`src/verilog/ecc_pkg.sv`:
```
package ecc_pkg;

    localparam int DATA_WIDTH   = 72;
    localparam int PARITY_WIDTH = 8;
    localparam int CODE_WIDTH   = DATA_WIDTH + PARITY_WIDTH;
    localparam int COUNT_WIDTH  = 16;

    typedef logic [DATA_WIDTH-1:0]   data_t;
    typedef logic [PARITY_WIDTH-1:0] parity_t;
    // codeword layout is {data, parity}.
    typedef logic [CODE_WIDTH-1:0]   code_t;
    typedef logic [COUNT_WIDTH-1:0]  count_t;

    // each check bit is the xor of its data bits.
    function automatic parity_t ecc_encode(input data_t d);
        parity_t p;
        p[0] = d[0] ^ d[1] ^ d[3] ^ d[4] ^ d[6] ^ d[8] ^ d[10] ^ d[11] ^ d[13] ^ d[15] ^
               d[17] ^ d[19] ^ d[21] ^ d[23] ^ d[25] ^ d[26] ^ d[28] ^ d[30] ^ d[32] ^
               d[34] ^ d[36] ^ d[38] ^ d[40] ^ d[42] ^ d[44] ^ d[46] ^ d[48] ^ d[50] ^
               d[52] ^ d[54] ^ d[56] ^ d[57] ^ d[59] ^ d[61] ^ d[63] ^ d[65] ^ d[67] ^
               d[69] ^ d[71];
        p[1] = d[0] ^ d[2] ^ d[3] ^ d[5] ^ d[6] ^ d[9] ^ d[10] ^ d[12] ^ d[13] ^ d[16] ^
               d[17] ^ d[20] ^ d[21] ^ d[24] ^ d[25] ^ d[27] ^ d[28] ^ d[31] ^ d[32] ^
               d[35] ^ d[36] ^ d[39] ^ d[40] ^ d[43] ^ d[44] ^ d[47] ^ d[48] ^ d[51] ^
               d[52] ^ d[55] ^ d[56] ^ d[58] ^ d[59] ^ d[62] ^ d[63] ^ d[66] ^ d[67] ^
               d[70] ^ d[71];
        p[2] = d[1] ^ d[2] ^ d[3] ^ d[7] ^ d[8] ^ d[9] ^ d[10] ^ d[14] ^ d[15] ^ d[16] ^
               d[17] ^ d[22] ^ d[23] ^ d[24] ^ d[25] ^ d[29] ^ d[30] ^ d[31] ^ d[32] ^
               d[37] ^ d[38] ^ d[39] ^ d[40] ^ d[45] ^ d[46] ^ d[47] ^ d[48] ^ d[53] ^
               d[54] ^ d[55] ^ d[56] ^ d[60] ^ d[61] ^ d[62] ^ d[63] ^ d[68] ^ d[69] ^
               d[70] ^ d[71];
        p[3] = ^{d[71:64], d[56:49], d[40:33], d[25:18], d[10:4]};
        p[4] = ^{d[56:41], d[25:11]};
        p[5] = ^d[56:26];
        p[6] = ^d[71:57];
        // overall bit keeps every data column at odd weight.
        p[7] = d[0] ^ d[1] ^ d[2] ^ d[4] ^ d[5] ^ d[7] ^ d[10] ^ d[11] ^ d[12] ^ d[14] ^
               d[17] ^ d[18] ^ d[21] ^ d[23] ^ d[24] ^ d[26] ^ d[27] ^ d[29] ^ d[32] ^
               d[33] ^ d[36] ^ d[38] ^ d[39] ^ d[41] ^ d[44] ^ d[46] ^ d[47] ^ d[50] ^
               d[51] ^ d[53] ^ d[56] ^ d[57] ^ d[58] ^ d[60] ^ d[63] ^ d[64] ^ d[67] ^
               d[69] ^ d[70];
        return p;
    endfunction

endpackage

```
`src/verilog/ecc_word_if.sv`:
```
`timescale 1ns/1ps

// one codeword link with four-phase req/ack.
interface ecc_word_if;
    import ecc_pkg::*;

    logic    req;
    logic    ack;
    data_t   data;
    parity_t parity;

    modport source (
        output req,
        output data,
        output parity,
        input  ack
    );

    modport sink (
        input  req,
        input  data,
        input  parity,
        output ack
    );

endinterface

```
`src/verilog/ecc_72_cal.sv`:
```
`timescale 1ns/1ps

module ecc_72_cal (
    input  ecc_pkg::data_t   data_in,
    input  ecc_pkg::parity_t parity_in,
    input  logic             bypass,
    output ecc_pkg::data_t   data_out,
    output ecc_pkg::parity_t parity_out,
    output ecc_pkg::data_t   mask,
    output logic             sbit_err,
    output logic             dbit_err
);
    import ecc_pkg::*;

    parity_t    syndrome;
    logic [6:0] bit_idx;
    logic       data_hit;
    logic       check_hit;
    logic       multi_err;

    assign parity_out = ecc_encode(data_in);
    assign syndrome   = parity_in ^ parity_out;

    // syndrome to data bit position with one entry per column.
    always_comb begin
        bit_idx   = 7'd0;
        data_hit  = 1'b1;
        check_hit = 1'b0;
        multi_err = 1'b0;
        case (syndrome)
            8'h00: data_hit = 1'b0;
            8'h83: bit_idx = 7'd0;
            8'h85: bit_idx = 7'd1;
            8'h86: bit_idx = 7'd2;
            8'h07: bit_idx = 7'd3;
            8'h89: bit_idx = 7'd4;
            8'h8a: bit_idx = 7'd5;
            8'h0b: bit_idx = 7'd6;
            8'h8c: bit_idx = 7'd7;
            8'h0d: bit_idx = 7'd8;
            8'h0e: bit_idx = 7'd9;
            8'h8f: bit_idx = 7'd10;
            8'h91: bit_idx = 7'd11;
            8'h92: bit_idx = 7'd12;
            8'h13: bit_idx = 7'd13;
            8'h94: bit_idx = 7'd14;
            8'h15: bit_idx = 7'd15;
            8'h16: bit_idx = 7'd16;
            8'h97: bit_idx = 7'd17;
            8'h98: bit_idx = 7'd18;
            8'h19: bit_idx = 7'd19;
            8'h1a: bit_idx = 7'd20;
            8'h9b: bit_idx = 7'd21;
            8'h1c: bit_idx = 7'd22;
            8'h9d: bit_idx = 7'd23;
            8'h9e: bit_idx = 7'd24;
            8'h1f: bit_idx = 7'd25;
            8'ha1: bit_idx = 7'd26;
            8'ha2: bit_idx = 7'd27;
            8'h23: bit_idx = 7'd28;
            8'ha4: bit_idx = 7'd29;
            8'h25: bit_idx = 7'd30;
            8'h26: bit_idx = 7'd31;
            8'ha7: bit_idx = 7'd32;
            8'ha8: bit_idx = 7'd33;
            8'h29: bit_idx = 7'd34;
            8'h2a: bit_idx = 7'd35;
            8'hab: bit_idx = 7'd36;
            8'h2c: bit_idx = 7'd37;
            8'had: bit_idx = 7'd38;
            8'hae: bit_idx = 7'd39;
            8'h2f: bit_idx = 7'd40;
            8'hb0: bit_idx = 7'd41;
            8'h31: bit_idx = 7'd42;
            8'h32: bit_idx = 7'd43;
            8'hb3: bit_idx = 7'd44;
            8'h34: bit_idx = 7'd45;
            8'hb5: bit_idx = 7'd46;
            8'hb6: bit_idx = 7'd47;
            8'h37: bit_idx = 7'd48;
            8'h38: bit_idx = 7'd49;
            8'hb9: bit_idx = 7'd50;
            8'hba: bit_idx = 7'd51;
            8'h3b: bit_idx = 7'd52;
            8'hbc: bit_idx = 7'd53;
            8'h3d: bit_idx = 7'd54;
            8'h3e: bit_idx = 7'd55;
            8'hbf: bit_idx = 7'd56;
            8'hc1: bit_idx = 7'd57;
            8'hc2: bit_idx = 7'd58;
            8'h43: bit_idx = 7'd59;
            8'hc4: bit_idx = 7'd60;
            8'h45: bit_idx = 7'd61;
            8'h46: bit_idx = 7'd62;
            8'hc7: bit_idx = 7'd63;
            8'hc8: bit_idx = 7'd64;
            8'h49: bit_idx = 7'd65;
            8'h4a: bit_idx = 7'd66;
            8'hcb: bit_idx = 7'd67;
            8'h4c: bit_idx = 7'd68;
            8'hcd: bit_idx = 7'd69;
            8'hce: bit_idx = 7'd70;
            8'h4f: bit_idx = 7'd71;
            // a flipped check bit leaves the data good.
            8'h01, 8'h02, 8'h04, 8'h08, 8'h10, 8'h20, 8'h40, 8'h80: begin
                data_hit  = 1'b0;
                check_hit = 1'b1;
            end
            default: begin
                data_hit  = 1'b0;
                multi_err = 1'b1;
            end
        endcase
    end

    assign mask     = data_hit ? (data_t'(1) << bit_idx) : '0;
    assign data_out = bypass ? data_in : (data_in ^ mask);
    assign sbit_err = bypass ? 1'b0 : (data_hit | check_hit);
    assign dbit_err = bypass ? 1'b0 : multi_err;

endmodule

```
`src/verilog/ecc_write_port.sv`:
```
`timescale 1ns/1ps

module ecc_write_port (
    input  logic             clk,
    input  logic             arst_n,
    input  logic             in_req,
    output logic             in_ack,
    input  ecc_pkg::data_t   in_data,
    input  ecc_pkg::code_t   in_flip,
    ecc_word_if.source       wr
);
    import ecc_pkg::*;

    typedef enum logic [1:0] {
        W_EMPTY,
        W_LOADED,
        W_REQ,
        W_RELEASE
    } wstate_t;

    wstate_t state;
    code_t   hold_code;
    logic    wr_req_q;
    logic    capture;

    assign capture = in_req && !in_ack && (state == W_EMPTY);

    assign wr.req    = wr_req_q;
    assign wr.data   = hold_code[CODE_WIDTH-1:PARITY_WIDTH];
    assign wr.parity = hold_code[PARITY_WIDTH-1:0];

    // fault pattern models an upset in the stored codeword.
    always_ff @(posedge clk) begin
        if (capture) begin
            hold_code <= {in_data, ecc_encode(in_data)} ^ in_flip;
        end
    end

    always_ff @(posedge clk or negedge arst_n) begin
        if (!arst_n) begin
            state    <= W_EMPTY;
            in_ack   <= 1'b0;
            wr_req_q <= 1'b0;
        end else begin
            if (capture) begin
                in_ack <= 1'b1;
            end else if (in_ack && !in_req) begin
                in_ack <= 1'b0;
            end

            case (state)
                W_EMPTY: begin
                    if (capture) begin
                        state <= W_LOADED;
                    end
                end
                W_LOADED: begin
                    wr_req_q <= 1'b1;
                    state    <= W_REQ;
                end
                W_REQ: begin
                    if (wr.ack) begin
                        wr_req_q <= 1'b0;
                        state    <= W_RELEASE;
                    end
                end
                // holder frees once the fifo drops ack.
                W_RELEASE: begin
                    if (!wr.ack) begin
                        state <= W_EMPTY;
                    end
                end
                default: state <= W_EMPTY;
            endcase
        end
    end

endmodule

```
`src/verilog/ecc_word_fifo.sv`:
```
`timescale 1ns/1ps

module ecc_word_fifo #(
    parameter int FIFO_DEPTH = 4
) (
    input  logic      clk,
    input  logic      arst_n,
    ecc_word_if.sink  wr,
    ecc_word_if.source rd
);
    import ecc_pkg::*;

    localparam int PTR_W = (FIFO_DEPTH > 1) ? $clog2(FIFO_DEPTH) : 1;
    localparam int CNT_W = $clog2(FIFO_DEPTH + 1);

    code_t            mem [FIFO_DEPTH];
    logic [PTR_W-1:0] wr_ptr;
    logic [PTR_W-1:0] rd_ptr;
    logic [CNT_W-1:0] count;
    logic             wr_ack_q;
    logic             rd_req_q;
    logic             full;
    logic             empty;
    logic             push;
    logic             pop;
    code_t            head;

    assign full  = (count == CNT_W'(FIFO_DEPTH));
    assign empty = (count == '0);

    // no ack while full holds the writer off.
    assign push = wr.req && !wr_ack_q && !full;
    assign pop  = rd_req_q && rd.ack;

    assign head      = mem[rd_ptr];
    assign wr.ack    = wr_ack_q;
    assign rd.req    = rd_req_q;
    assign rd.data   = head[CODE_WIDTH-1:PARITY_WIDTH];
    assign rd.parity = head[PARITY_WIDTH-1:0];

    always_ff @(posedge clk) begin
        if (push) begin
            mem[wr_ptr] <= {wr.data, wr.parity};
        end
    end

    always_ff @(posedge clk or negedge arst_n) begin
        if (!arst_n) begin
            wr_ptr   <= '0;
            rd_ptr   <= '0;
            count    <= '0;
            wr_ack_q <= 1'b0;
            rd_req_q <= 1'b0;
        end else begin
            if (push) begin
                wr_ack_q <= 1'b1;
                wr_ptr   <= (wr_ptr == PTR_W'(FIFO_DEPTH - 1)) ? '0 : wr_ptr + 1'b1;
            end else if (wr_ack_q && !wr.req) begin
                wr_ack_q <= 1'b0;
            end

            // offer the head only once the previous read has fully closed.
            if (pop) begin
                rd_req_q <= 1'b0;
                rd_ptr   <= (rd_ptr == PTR_W'(FIFO_DEPTH - 1)) ? '0 : rd_ptr + 1'b1;
            end else if (!rd_req_q && !rd.ack && !empty) begin
                rd_req_q <= 1'b1;
            end

            case ({push, pop})
                2'b10:   count <= count + 1'b1;
                2'b01:   count <= count - 1'b1;
                default: count <= count;
            endcase
        end
    end

endmodule

```
`src/verilog/ecc_read_port.sv`:
```
`timescale 1ns/1ps

module ecc_read_port (
    input  logic            clk,
    input  logic            arst_n,
    ecc_word_if.sink        rd,
    input  logic            bypass,
    output logic            out_req,
    input  logic            out_ack,
    output ecc_pkg::data_t  out_data,
    output logic            out_sbit_err,
    output logic            out_dbit_err,
    output ecc_pkg::count_t corr_count,
    output ecc_pkg::count_t uncorr_count
);
    import ecc_pkg::*;

    data_t   in_data_q;
    parity_t in_parity_q;
    logic    in_full;
    logic    rd_ack_q;
    data_t   fix_data;
    logic    fix_sbit;
    logic    fix_dbit;
    logic    take;
    logic    move;

    assign rd.ack = rd_ack_q;
    assign take   = rd.req && !rd_ack_q && !in_full;
    // output stage is free only after the last four-phase cycle closed.
    assign move   = in_full && !out_req && !out_ack;

    ecc_72_cal ecc_72_cal_inst (
        .data_in    (in_data_q),
        .parity_in  (in_parity_q),
        .bypass     (bypass),
        .data_out   (fix_data),
        .parity_out (),
        .mask       (),
        .sbit_err   (fix_sbit),
        .dbit_err   (fix_dbit)
    );

    always_ff @(posedge clk) begin
        if (take) begin
            in_data_q   <= rd.data;
            in_parity_q <= rd.parity;
        end
        if (move) begin
            out_data <= fix_data;
        end
    end

    always_ff @(posedge clk or negedge arst_n) begin
        if (!arst_n) begin
            in_full      <= 1'b0;
            rd_ack_q     <= 1'b0;
            out_req      <= 1'b0;
            out_sbit_err <= 1'b0;
            out_dbit_err <= 1'b0;
            corr_count   <= '0;
            uncorr_count <= '0;
        end else begin
            if (take) begin
                in_full  <= 1'b1;
                rd_ack_q <= 1'b1;
            end else begin
                if (rd_ack_q && !rd.req) begin
                    rd_ack_q <= 1'b0;
                end
                if (move) begin
                    in_full <= 1'b0;
                end
            end

            if (move) begin
                out_req      <= 1'b1;
                out_sbit_err <= fix_sbit;
                out_dbit_err <= fix_dbit;
            end else if (out_req && out_ack) begin
                out_req <= 1'b0;
            end

            // counters stick at all ones.
            if (move && fix_sbit && (corr_count != '1)) begin
                corr_count <= corr_count + 1'b1;
            end
            if (move && fix_dbit && (uncorr_count != '1)) begin
                uncorr_count <= uncorr_count + 1'b1;
            end
        end
    end

endmodule

```
`src/verilog/ecc_mem_top.sv`:
```
`timescale 1ns/1ps

module ecc_mem_top #(
    parameter int FIFO_DEPTH = 4
) (
    input  logic            clk,
    input  logic            arst_n,
    input  logic            bypass,
    input  logic            in_req,
    output logic            in_ack,
    input  ecc_pkg::data_t  in_data,
    input  ecc_pkg::code_t  in_flip,
    output logic            out_req,
    input  logic            out_ack,
    output ecc_pkg::data_t  out_data,
    output logic            out_sbit_err,
    output logic            out_dbit_err,
    output ecc_pkg::count_t corr_count,
    output ecc_pkg::count_t uncorr_count
);

    ecc_word_if wr_link ();
    ecc_word_if rd_link ();

    ecc_write_port ecc_write_port_inst (
        .clk     (clk),
        .arst_n  (arst_n),
        .in_req  (in_req),
        .in_ack  (in_ack),
        .in_data (in_data),
        .in_flip (in_flip),
        .wr      (wr_link.source)
    );

    ecc_word_fifo #(
        .FIFO_DEPTH (FIFO_DEPTH)
    ) ecc_word_fifo_inst (
        .clk    (clk),
        .arst_n (arst_n),
        .wr     (wr_link.sink),
        .rd     (rd_link.source)
    );

    ecc_read_port ecc_read_port_inst (
        .clk          (clk),
        .arst_n       (arst_n),
        .rd           (rd_link.sink),
        .bypass       (bypass),
        .out_req      (out_req),
        .out_ack      (out_ack),
        .out_data     (out_data),
        .out_sbit_err (out_sbit_err),
        .out_dbit_err (out_dbit_err),
        .corr_count   (corr_count),
        .uncorr_count (uncorr_count)
    );

endmodule

```
`config.mk`:
```
export PLATFORM = sky130hd
export DESIGN_NAME = ecc_mem_top
export DESIGN_NICKNAME = d
export VERILOG_FILES = /design/src/verilog/ecc_pkg.sv /design/src/verilog/ecc_word_if.sv /design/src/verilog/ecc_72_cal.sv /design/src/verilog/ecc_write_port.sv /design/src/verilog/ecc_word_fifo.sv /design/src/verilog/ecc_read_port.sv /design/src/verilog/ecc_mem_top.sv
export SDC_FILE = /design/constraint.sdc
export NUM_CORES = 1
export LEC_CHECK = 0
export BUFFER_PORTS_ARGS = -buffer_cell sky130_fd_sc_hd__buf_2
export CAP_MARGIN = 30
export CELL_PAD_IN_SITES_DETAIL_PLACEMENT = 0
export CELL_PAD_IN_SITES_GLOBAL_PLACEMENT = 1
export CORE_MARGIN = 8
export CORE_UTILIZATION = 29
export DETAILED_ROUTE_END_ITERATION = 7
export PLACE_DENSITY_LB_ADDON = 0.1
export SYNTH_ARGS = -nofsm -noshare
export SYNTH_HDL_FRONTEND = slang
export SYNTH_SLANG_ARGS = --single-unit
```
`constraint.sdc`:
```
create_clock -name clk -period 8.1 [get_ports clk]
set_clock_uncertainty 0.1 [all_clocks]
set_input_delay 0.81 -clock clk [delete_from_list [all_inputs] [get_ports clk]]
set_output_delay 0.81 -clock clk [all_outputs]
set_load 0.01 [all_outputs]
```
# ---- After elaboration in Yosys (flattened, before gate mapping)
# Memories as Yosys holds them, arrays and structs flattened. A register that Yosys moved wholly into a read port is not among the register bits.
# Index checks and enable logic that the tools add are counted.
dict set report classes {
  add_sub_neg 6
  eq_ne 93
  shifts 1
  mux 31
  bitwise_logic 306
  n_reduce_logical 54
}
# op count
set ops {}
lappend ops {{$pmux 7 s71} 1}
lappend ops {{$eq 8x8->1 const B} 40}
lappend ops {{$xor 1x1->1} 302}
lappend ops {{$mux 72} 2}
lappend ops {{$eq 8x6->1 const B} 16}
lappend ops {{$reduce_xor 31->1} 4}
lappend ops {{$reduce_or 81->1} 1}
lappend ops {{$xor 80x80->80} 1}
lappend ops {{$reduce_xor 39->1} 2}
lappend ops {{$reduce_or 72->1} 1}
lappend ops {{$shl 1x7->72 const A} 1}
lappend ops {{$xor 72x72->72} 1}
lappend ops {{$eq 8x5->1 const B} 8}
lappend ops {{$eq 8x7->1 const B} 8}
lappend ops {{$add 16x1->16 const B} 2}
lappend ops {{$eq 8x4->1 const B} 4}
lappend ops {{$ne 16x16->1 const B} 2}
lappend ops {{$reduce_xor 15->1} 2}
lappend ops {{$mux 1} 20}
lappend ops {{$logic_and 1x1->1} 19}
lappend ops {{$eq 8x3->1 const B} 2}
lappend ops {{$reduce_bool 2->1} 8}
lappend ops {{$logic_not 1->1} 11}
lappend ops {{$eq 2x2->1 const B} 5}
lappend ops {{21 further kinds} 28}
dict set report word_totals {
  reg_bits 202
  ram_bits 320
  mem_count 1
}
# name words width read_ports rd_clocked_by_memory_dff wr line
set mem_list {}
lappend mem_list {ecc_word_fifo_inst.mem 4 80 1 1 1 ecc_word_fifo.sv:16} ;# code_t mem [FIFO_DEPTH];

# ---- Depth between registers and ports, before layout
# Gate-level depths: netlist of the first run.
dict set report logic_depth {
  ltp_word 46
  ltp_mapped 15
}

# ---- Cells and area by module
# Synthesis of the first run repeated with hierarchy kept, for this count alone.
dict set report hier_totals {
  cells_unflattened 1742
  area_unflattened_um2 28255.8
}
# mod n_inst cells_per_inst area_per_inst_um2 seq_area_each_um2
set modules_own_cells {}
lappend modules_own_cells {ecc_word_fifo 1 463 12015.3 9834.4}
lappend modules_own_cells {ecc_read_port 1 312 6358.6 5490.3}
lappend modules_own_cells {ecc_72_cal 1 645 5082.4 0.0}
lappend modules_own_cells {ecc_write_port 1 322 4799.6 2502.4}

# ---- Least setup slack after synthesis of the first run
# OpenSTA, ideal clock, no wires.
dict set report synth_timing {
  kind {register -> register}
  startpoint {register ecc_read_port_inst.rd_ack_q, in the netlist ecc_read_port_inst.rd.ack}
  endpoint {register ecc_read_port_inst.in_data_q[0] (read register of ecc_word_fifo_inst.mem) (enable)}
  setup_ns 0.635
  arrival_time_ns 6.290
  setup_slack_ns 1.075
  stages_incl_launch_ff 2
  path_buffers 0
  cell_sequence {dfrtp_1 nor3b_1}
}
dict set report synth_via {
  elab_chain_cells 3
}
# element line
set synth_rtl {}
lappend synth_rtl {{start: declaration} ecc_read_port.sv:21} ;# logic rd_ack_q;
lappend synth_rtl {{start signal: assignment} ecc_read_port.sv:57} ;# rd_ack_q <= 1'b0;
lappend synth_rtl {{start signal: assignment} ecc_read_port.sv:66} ;# rd_ack_q <= 1'b1;
lappend synth_rtl {{start signal: assignment} ecc_read_port.sv:69} ;# rd_ack_q <= 1'b0;
lappend synth_rtl {{$logic_not 1->1} ecc_read_port.sv:29} ;# assign take = rd.req && !rd_ack_q && !in_full;
lappend synth_rtl {{$logic_and 1x1->1 (2 in a row)} ecc_read_port.sv:29}
lappend synth_rtl {{named net ecc_read_port_inst.take} ecc_read_port.sv:25} ;# logic take;
lappend synth_rtl {{end: declaration} ecc_read_port.sv:18} ;# data_t in_data_q;
# The timed path passes the listed nets, and every way through them passes these cells.
# A chain may end at the register's enable or synchronous reset.

# ---- Final worst setup path of the first run
dict set report layout_timing {
  startpoint {register ecc_read_port_inst.in_data_q[70] (read register of ecc_word_fifo_inst.mem)}
  endpoint {register ecc_read_port_inst.out_data[32] (data pin)}
}
dict set report layout_via {
  elab_chain_cells 9
  word_cells_on_any_way 87
  classes_between {72 x eq/ne; 1 x shift; 4 x mux; 7 x bitwise; 3 x reduce/logical}
}
# element line
set layout_rtl {}
lappend layout_rtl {{branches (longest 2 deep; another with $reduce_xor 39->1)} n/a}
lappend layout_rtl {{$xor 8x8->8 (*)} ecc_72_cal.sv:22} ;# assign syndrome = parity_in ^ parity_out;
lappend layout_rtl {{$eq 8x7->1 (tied with other cells)} ecc_72_cal.sv:30} ;# case (syndrome)
lappend layout_rtl {{$pmux 7 s71 / $reduce_or 72->1 (equally long branches)} n/a}
lappend layout_rtl {{$shl 1x7->72 / $mux 1 (equally long branches)} {ecc_72_cal.sv:116, ecc_72_cal.sv:30}}
lappend layout_rtl {{$mux 72 (*)} ecc_72_cal.sv:116} ;# assign mask = data_hit ? (data_t'(1) << bit_idx) : '0;
lappend layout_rtl {{$xor 72x72->72 (*)} ecc_72_cal.sv:117} ;# assign data_out = bypass ? data_in : (data_in ^ mask);
lappend layout_rtl {{$mux 72 (*)} ecc_72_cal.sv:117}
lappend layout_rtl {{named net ecc_read_port_inst.ecc_72_cal_inst.data_out[32]} ecc_72_cal.sv:7} ;# output ecc_pkg::data_t data_out,
lappend layout_rtl {{end signal: assignment} ecc_read_port.sv:50} ;# out_data <= fix_data;
lappend layout_rtl {{end: declaration} ecc_read_port.sv:10} ;# output ecc_pkg::data_t out_data,
# Mark *: on every way through the listed nets, which the timed path passes.

==> results.md, run 1 <==
- CP Cell Sequence: xor2_1 -> xnor3_1 -> xor3_1 -> xor3_1 -> buf_4 -> xnor2_1 -> mux2i_1 -> or3_1 -> a32oi_1 -> or4b_1 -> nor4_4 -> nand2_1 -> xnor2_1
- TNS Setup: 0 ns
- CP arrival: 7.31 ns
- Cell variety after synth: 82
- Via-to-Cell Ratio: 4.610
- Startpoint Class: register
- Hold WS: 0.2362 ns
- Slowest stage delay, CP: 0.93 ns
- Synth Instances: 1679
- FFs w/ async S/R, synth: 8.306%
- Top-area cell type share of the netlist area: 59.84%
- Critical path type: register to register
- Syn Area/Cell: 16.50 sq um
- Site row count: 113
- Clk root buf: clkbuf_16
- Die Y: 325.1 microns
- Starting DRT DRC Count: 1307
- Vias: 15340
- Synth area leaders: edfxtp_1, xnor2_1, mux4_2
- Mapped Area: 0.02770 sq mm
- Total core area: 0.09487 sq mm
- Width of the die: 325.1 microns
- Most frequent cells after synthesis: edfxtp_1, xnor2_1, xor2_1, nand2_1, mux4_2
- Initial antenna violation count: 7
- Antenna viol nets, final: 0
- Tmin final: 7.073 ns
- Multi-input gate area: 0.009673 sq mm
- Aggregate global-route resource usage: 16.08%
- Num Clock Sinks: 602
- Max clock buf depth: 3
- Vias in the first global route: 16450
- DR pass1 iterations: 5
- Outcome: complete, no violations
- Final Instance Area: 0.03294 sq mm
- FF+latch count, synth: 602
- Dpl hpwl: 64.90 mm
- Max-capacitance violation count: 0
- Critical path endpoint category: register
- Final setup viols: 0
- Reg area: 0.01783 sq mm
- Buffers on Ports: 264
- RR Endpoint: ecc_read_port_inst.out_data[32]
- Final setup margin: 1.027 ns
- WL/cell: 26.18 microns
- CP required: 8.34 ns
- Share of layout cells above drive strength 1: 25.33%
- First-pass GRT wire length: 123.6 mm
- Placed cell area: 0.03067 sq mm
- Syn_nets: 1850
- Area growth from synthesis to layout: 18.92%
- Clock transition at the registers of the reported paths: 0.06 ns
- Cts hold-fix bufs: 0
- Actual slew at the worst max-slew pin: 1.017 ns
- Htree depth: 3
- Warnings from Yosys: 0
- Post-synth top flop: edfxtp_1
- Placer congestion estimate: 0.8503
- Num ports: 265
- Post-synth EDFFs: 552
- Grt ovf: 0
- CTS resizes: 0
- R2R setup slack: 1.03 ns
- Seq/Total Area, Yosys: 64.36%
- Pins over their slew limit: 0
- R2r startpoint: ecc_read_port_inst.in_data_q[70]
- DRC viols: 0
- Critical-path top delay cell: nor4_4
- Final net count: 2176
- Max FO, Critical Path: 16
- Hold Path Class: primary input to async pin
- Fmax achieved: 141.4 MHz
- Leading area contributor after synthesis: edfxtp_1
- Wirelength, routed: 87.09 mm
- Total CTS buffers: 71
- Most frequent cell after synthesis: edfxtp_1
- Die area: 0.1057 sq mm
- CTS tree: done
- Post-CTS setup buffers: 0
- Fill count: 9118
- Pre-CTS setup slack: 0.8818 ns
- Clock Latency Late Sink: 0.61 ns
- Largest net degree at the start of global routing: 69
- Initial Utilization: 29.20%
- Fin crit share: 87.32%
- RSZ-0062 raised after global routing: false
- Final hold viol count: 0
- Slew Limit Headroom: 31.62%
- R2R cell count: 13
sequential cells by signal (all words and copies together), names as in the netlist, 2 cells and up:
name	count
ecc_word_fifo_inst.rd_ptr	2
ecc_write_port_inst.hold_code	80
ecc_read_port_inst.corr_count	16
ecc_word_fifo_inst.wr_ptr	2
ecc_read_port_inst.out_data	72
ecc_read_port_inst.uncorr_count	16
ecc_word_fifo_inst.mem	320
ecc_word_fifo_inst.count	3
ecc_read_port_inst.in_data_q	72
ecc_write_port_inst.state	2
ecc_read_port_inst.in_parity_q	8
worst max-delay path, delay by kind of cell, from the launching register on:
kind,cells,cell delay (ns)
simple gates,4,2.26
buf+inv,1,0.39
mux,1,0.70
xor+xnor,6,2.71
compound gates,1,0.12
flops,1,0.49
layout make-up:
class	count	area share, %
clock buffer	91	5.622
timing repair buffer	292	4.722
antenna	1	0.007597
sequential	602	54.14
clock inverter	38	1.170
inverter	15	0.1709
multi-input combinational	1023	29.37
tap	1265	4.805
cell usage in the layout (no fill, tap or decap), types with 6 or more instances in the layout:
master       n
nand2_1     86
a2111oi_0    7
and3_1      33
dfrtp_1     48
clkbuf_1    20
xnor3_1     35
xnor2_1    328
o211ai_1     7
nand4_1     10
bufinv_16    6
nand2b_1    22
inv_1       14
clkinv_2    10
mux4_2      80
clkbuf_16   71
edfxtp_1   552
a21oi_1     22
nand3_1     32
buf_2      264
a211oi_1    14
nor3_1      27
xor2_1     117
nand3_2      8
nor2_1      40
o21ai_0     22
ha_1        13
clkinv_1    12
buf_4       26
per-layer routing:
layer | share of wire, % | track usage [%] | wire length (microns) | vias up
met2 | 49 | 27.09 | 42630 | 419
met5 | 0.015 | 0 | 13 | -
met1 | 44 | 21.10 | 38570 | 7808
met4 | 2.8 | 4.998 | 2426 | 2
li1 | - | - | - | 6996
met3 | 4.0 | 2.734 | 3445 | 114
per-stage QoR:
step / util [%] / std cells
after floorplan: - / 1679
after global placement: 32.32 / 3195
after detailed placement: 32.33 / 3196
after CTS: 34.69 / 3325
after global routing: 34.72 / 3326
final: 34.72 / 3327
how the worst max path moves through the flow:
| stage | from | end | slack [ns] | cells past startpoint |
|---|---|---|---|---|
| final | ecc_read_port_inst.in_data_q[70] | ecc_read_port_inst.out_data[32] | 1.03 | 13 |
| after global routing | ecc_read_port_inst.in_data_q[70] | ecc_read_port_inst.out_data[32] | 0.77 | 13 |
| after CTS | ecc_read_port_inst.in_data_q[70] | ecc_read_port_inst.out_data[32] | 0.86 | 13 |
| after detailed placement | ecc_read_port_inst.in_data_q[70] | ecc_read_port_inst.out_data[32] | 0.88 | 13 |
| after global placement | ecc_read_port_inst.in_data_q[70] | ecc_read_port_inst.out_data[32] | 0.60 | 13 |
| after floorplan | ecc_read_port_inst.rd.ack | ecc_read_port_inst.in_data_q[0] | 1.07 | 1 |
cells by family (layout without fill, tap and decap cells):
kind of cell	count (synthesis)	after routing	synth area share (%)
AOI/OAI and AO/OA	124	124	3.311
adders and majority gates	14	14	0.6595
and+or+nand+nor	303	303	6.008
muxes	88	88	6.825
xor gates and xnor gates	494	494	17.99
DFF	602	602	64.36
other	0	1	0
buffers and inverters	54	436	0.8492
Power of run 1 is left out: the tool's default activity adds up to more than one toggle a clock period on the data nets, which glitch-free logic cannot reach.
==> run 2, diff against run 1 <==
--- a/config.mk
+++ b/config.mk
@@ -11,6 +11,7 @@
 export CELL_PAD_IN_SITES_GLOBAL_PLACEMENT = 1
 export CORE_MARGIN = 8
 export CORE_UTILIZATION = 29
+export CTS_BUF_LIST = sky130_fd_sc_hd__clkbuf_8 sky130_fd_sc_hd__clkbuf_16
 export DETAILED_ROUTE_END_ITERATION = 7
 export PLACE_DENSITY_LB_ADDON = 0.1
 export SYNTH_ARGS = -nofsm -noshare
==> results.md, run 2 (synthesis results as in run 1) <==
- Outcome: complete, no violations
- Initial antenna violation count: 7 (unchanged)
- Final hold viol count: 0 (unchanged)
- Tmin final: 7.160 ns (+0.08695 ns)
- Max Used Layer: met5
- M1 WL: 38.66 mm (+0.22%)
- Critical path endpoint category: register
- Antenna viol nets, final: 0 (unchanged)
- Slowest stage delay, CP: 0.92 ns (about the same)
- CP Cell Sequence: xor2_1 -> xnor3_1 -> xor3_1 -> xor3_1 -> buf_4 -> xnor2_1 -> mux2i_1 -> or3_1 -> a32oi_1 -> or4b_1 -> nor4_4 -> nand2_1 -> xnor2_1
- R2R cell count: 13 (unchanged)
- Fmax achieved: 139.7 MHz (-1.2%)
- Post-CTS setup buffers: 0 (unchanged)
- Htree depth: 3 (unchanged)
- CP required: 8.41 ns (+0.07 ns)
- Pre-CTS setup slack: 0.8818 ns (unchanged)
- Final setup margin: 0.9399 ns (-0.08695 ns)
- Clock transition at the registers of the reported paths: 0.06 ns (about the same)
- CTS tree: done
- Final Instance Area: 0.03294 sq mm (unchanged)
- Total core area: 0.09487 sq mm (unchanged)
- Critical-path top delay cell: nor4_4
- Vias: 15340 (+0.033%)
- R2r startpoint: ecc_read_port_inst.in_data_q[70]
- TNS Setup: 0 ns (unchanged)
- Placed cell area: 0.03067 sq mm (unchanged)
- Placer congestion estimate: 0.8503 (unchanged)
- Largest net degree at the start of global routing: 69 (unchanged)
- Final setup viols: 0 (unchanged)
- CP bufs+invs: 1 (unchanged)
- Via-to-Cell Ratio: 4.612 (about the same)
- Clk root buf: clkbuf_16
- Startpoint Class: register
- Max-capacitance violation count: 0 (unchanged)
- Placed insts: 3196 (unchanged)
- Vias in the first global route: 16450 (+0.030%)
- Buffers on Ports: 264 (unchanged)
- Initial Utilization: 29.20% (unchanged)
- Actual slew at the worst max-slew pin: 1.017 ns (-0.0001016 ns)
- Largest Register: ecc_word_fifo_inst.mem
- Area growth from synthesis to layout: 18.92% (unchanged)
- WL/cell: 26.19 microns (about the same)
- Final net count: 2176 (unchanged)
- Num Clock Sinks: 602 (unchanged)
- Cts hold-fix bufs: 0 (unchanged)
- DR pass1 iterations: 5 (unchanged)
- First-pass GRT wire length: 123.6 mm (about the same)
- Slew Limit Headroom: 31.63% (about the same)
- Metal3 WL: 3.348 mm (-2.8%)
- RSZ-0062 raised after global routing: false
- Non-Filler Instances: 3327 (unchanged)
- Fill count: 9118 (unchanged)
- Dpl hpwl: 64.90 mm (unchanged)
- Total CTS buffers: 71 (unchanged)
- Wirelength, routed: 87.12 mm (about the same)
- Delay-heaviest family, CP: XOR/XNOR gates
- Most frequent cells in the layout: edfxtp_1, xnor2_1, buf_2
- Site row count: 113 (unchanged)
- R2R setup slack: 0.94 ns (-0.09 ns)
- DRC viols: 0 (unchanged)
- Clock Latency Late Sink: 0.61 ns (about the same)
- Aggregate global-route resource usage: 16.08% (about the same)
- Width of the die: 325.1 microns (unchanged)
- CTS resizes: 0 (unchanged)
- Max FO, Critical Path: 16 (unchanged)
- Hold Path Class: primary input to async pin
- Max reg flops: 320 (unchanged)
- RR Endpoint: ecc_read_port_inst.out_data[32]
- Max clock buf depth: 3 (unchanged)
- DR WL met2: 42.68 mm (+0.11%)
- Pins over their slew limit: 0 (unchanged)
- Die Y: 325.1 microns (unchanged)
- Die area: 0.1057 sq mm (unchanged)
- Starting DRT DRC Count: 1357 (+3.8%)
- Num ports: 265 (unchanged)
- Grt ovf: 0 (unchanged)
- Largest registers: ecc_word_fifo_inst.mem: 320 flops, ecc_write_port_inst.hold_code: 80 flops
- Share of layout cells above drive strength 1: 25.33% (unchanged)
- Most common cell after layout, fill and taps aside: edfxtp_1
- Critical path type: register to register
- Fin crit share: 88.40% (+1.1 points)
- CP arrival: 7.47 ns (+0.16 ns)
==> run 2: cell count changes in the layout (fill, tap and decap cells not counted) <==
cell	delta
inv_1	+20
clkbuf_1	-20
==> run 2: how the worst max path moves through the flow <==
stage,slack (ns),to,startpoint,cells past startpoint
after floorplan,1.07,ecc_read_port_inst.in_data_q[0],ecc_read_port_inst.rd.ack,1
after global placement,0.60,ecc_read_port_inst.out_data[32],ecc_read_port_inst.in_data_q[70],13
after detailed placement,0.88,ecc_read_port_inst.out_data[32],ecc_read_port_inst.in_data_q[70],13
after CTS,0.86,ecc_read_port_inst.out_data[32],ecc_read_port_inst.in_data_q[70],13
after global routing,0.77,ecc_read_port_inst.out_data[32],ecc_read_port_inst.in_data_q[70],13
final,0.94,ecc_read_port_inst.out_data[32],ecc_read_port_inst.in_data_q[70],13
==> run 2: per-layer routing <==
metal,vias up,track usage [%]
met5,-,0
met4,2,4.998
met3,118,2.734
met2,417,27.09
met1,7803,21.10
li1,7004,-
==> run 2: worst register-to-register path, stage by stage, from the launching register on <==
cell and delay (ns):
edfxtp_1 0.49, xor2_1 0.43, xnor3_1 0.61, xor3_1 0.48, xor3_1 0.81, buf_4 0.41
xnor2_1 0.18, mux2i_1 0.71, or3_1 0.24, a32oi_1 0.12, or4b_1 0.81, nor4_4 0.92
nand2_1 0.35, xnor2_1 0.33
==> run 2: cell type report <==
cell class              instances  area, sq um  share of cell area (%)
inverters                      15        56.30                  0.1709
repair buffers                292         1555                   4.722
diodes                          1        2.502                0.007597
clock inverters                58        460.4                   1.398
well taps                    1265         1583                   4.805
multi-input cells            1023         9673                   29.37
flip-flops and latches        602        17830                   54.14
clock buffers                  71         1777                   5.394
==> run 2: stage by stage <==
step           hold WS, ns  utilization (%)
2_1_floorplan       0.3430                -
3_3_place_gp        0.3622            32.32
3_5_place_dp        0.3739            32.33
4_1_cts             0.2193            34.69
5_1_grt             0.2518            34.72
6_report            0.2378            34.72
Power of run 2 is left out for the same reason.
==> run 3, diff against run 2 <==
--- a/config.mk
+++ b/config.mk
@@ -14,6 +14,8 @@
 export CTS_BUF_LIST = sky130_fd_sc_hd__clkbuf_8 sky130_fd_sc_hd__clkbuf_16
 export DETAILED_ROUTE_END_ITERATION = 7
 export PLACE_DENSITY_LB_ADDON = 0.1
+export REMOVE_ABC_BUFFERS = 1
+export SKIP_LAST_GASP = 1
 export SYNTH_ARGS = -nofsm -noshare
 export SYNTH_HDL_FRONTEND = slang
 export SYNTH_SLANG_ARGS = --single-unit
==> results.md, run 3 (synthesis results as in run 1) <==
- Outcome: complete, no violations
- CTS tree: done
- Slew Limit Headroom: 28.55% (-3.1 points)
- Max reg flops: 320 (unchanged)
- Die Y: 325.1 microns (unchanged)
- Final Instance Area: 0.03292 sq mm (about the same)
- Antenna viol nets, final: 0 (unchanged)
- Hold Path Class: primary input to async pin
- Buffers on Ports: 264 (unchanged)
- Largest net degree at the start of global routing: 66 (-4.3%)
- Critical path endpoint category: register
- Pre-CTS setup slack: 1.347 ns (+0.4650 ns)
- Inserted Diodes: 0 (-1)
- Slowest stage delay, CP: 0.94 ns (+0.02 ns)
- CP required: 8.38 ns (-0.03 ns)
- First-pass GRT wire length: 127.2 mm (+2.9%)
- Die area: 0.1057 sq mm (unchanged)
- CTS resizes: 0 (unchanged)
- Grt ovf: 0 (unchanged)
- R2r startpoint: ecc_read_port_inst.in_data_q[32]
- CP Cell Sequence: xnor3_2 -> xnor3_2 -> xnor3_1 -> xnor3_2 -> xnor2_1 -> nor3_1 -> a221oi_2 -> o311ai_1 -> or4b_1 -> nor4_4 -> nand2_1 -> xnor2_1
- Pins over their slew limit: 0 (unchanged)
- RSZ-0062 raised after global routing: false
- Via-to-Cell Ratio: 4.589 (-0.51%)
- Num ports: 265 (unchanged)
- Width of the die: 325.1 microns (unchanged)
- Fin crit share: 82.95% (-5.4 points)
- Dpl hpwl: 67.40 mm (+3.9%)
- Delay-heaviest family, CP: XOR/XNOR gates
- Total CTS buffers: 69 (-2.8%)
- CP arrival: 7.00 ns (-0.47 ns)
- Most common cell after layout, fill and taps aside: edfxtp_1
- Max-capacitance violation count: 0 (unchanged)
- Vias: 15220 (-0.83%)
- Initial antenna violation count: 6 (-1)
- Hold WS: 0.2251 ns (-0.01270 ns)
- Critical-path top delay cell: nor4_4
- Cts hold-fix bufs: 0 (unchanged)
- Share of layout cells above drive strength 1: 25.45% (+0.12 points)
- Aggregate global-route resource usage: 16.66% (+0.58 points)
- DR pass1 iterations: 5 (unchanged)
- Wirelength, routed: 89.98 mm (+3.3%)
- DRC viols: 0 (unchanged)
- Most frequent cells in the layout: edfxtp_1, xnor2_1, buf_2
- Starting DRT DRC Count: 962 (-29%)
- Final setup viols: 0 (unchanged)
- Max clock buf depth: 3 (unchanged)
- Fmax achieved: 148.8 MHz (+6.6%)
- Actual slew at the worst max-slew pin: 1.068 ns (+0.05100 ns)
- Htree depth: 3 (unchanged)
- Max FO, Critical Path: 20 (+4)
- Area growth from synthesis to layout: 18.83% (about the same)
- CP startpoint: ecc_read_port_inst.in_data_q[32]
- Placed cell area: 0.03076 sq mm (+0.29%)
- Num Clock Sinks: 602 (unchanged)
- Total core area: 0.09487 sq mm (unchanged)
- Final net count: 2177 (+0.046%)
- WL/cell: 27.14 microns (+3.6%)
- Largest registers: ecc_word_fifo_inst.mem: 320 flops, ecc_write_port_inst.hold_code: 80 flops
- TNS Setup: 0 ns (unchanged)
- Site row count: 113 (unchanged)
- Tmin final: 6.719 ns (-0.4414 ns)
- Cell mode on critical path: xnor3_2
- Final hold viol count: 0 (unchanged)
- CP bufs+invs: 0 (-1)
- Critical path type: register to register
- Post-CTS setup buffers: 0 (unchanged)
- Largest Register: ecc_word_fifo_inst.mem
- Clock Latency Late Sink: 0.61 ns (about the same)
- Vias in the first global route: 16600 (+0.93%)
- Placer congestion estimate: 0.8338 (-1.9%)
- Clk root buf: clkbuf_16
- Clock transition at the registers of the reported paths: 0.06 ns (about the same)
- Startpoint Class: register
- Initial Utilization: 29.20% (unchanged)
- Final setup margin: 1.381 ns (+0.4414 ns)
==> run 3: worst reg2reg max path, delay by kind of cell, from the launching register on <==
kind,cells,cell delay [ns]
AOI/OAI and AO/OA,2,0.49
xor gates and xnor gates,6,3.22
DFF,1,0.51
and+or+nand+nor,4,2.18
==> run 3: cell type report <==
cell class / instances / area [sq um]
clock inverter: 44 / 317.8
clock buffer: 72 / 1802
inverter: 15 / 57.56
fill: 9176 / 61950
multi-input combinational: 1023 / 9666
timing repair buffer: 295 / 1655
sequential: 602 / 17830
tap: 1265 / 1583
==> run 3: worst paths after layout <==
kind	to	slack (ns)	depth (start not counted)
max	ecc_read_port_inst.out_data[48]	1.38	12
min	ecc_read_port_inst.uncorr_count[12]	0.23	2
max reg2reg	ecc_read_port_inst.out_data[48]	1.38	12
min reg2reg	ecc_read_port_inst.out_dbit_err	0.37	1
max in group asynchronous	ecc_word_fifo_inst.rd_ptr[1]	7.13	2
min in group clk	ecc_read_port_inst.out_req	0.27	2
==> run 3: per-layer routing <==
metal / wire (microns) / track usage [%]
met4: 1444 / 3.534
met5: 0 / 0
met2: 46460 / 30.03
met3: 2690 / 2.448
met1: 39390 / 21.10
==> run 3: per-stage QoR <==
step           instances  util, %
2_1_floorplan       1640        -
3_3_place_gp        3188    32.26
3_5_place_dp        3198    32.42
4_1_cts             3314    34.66
5_1_grt             3316    34.70
6_report            3316    34.70
Power of run 3 is left out for the same reason.
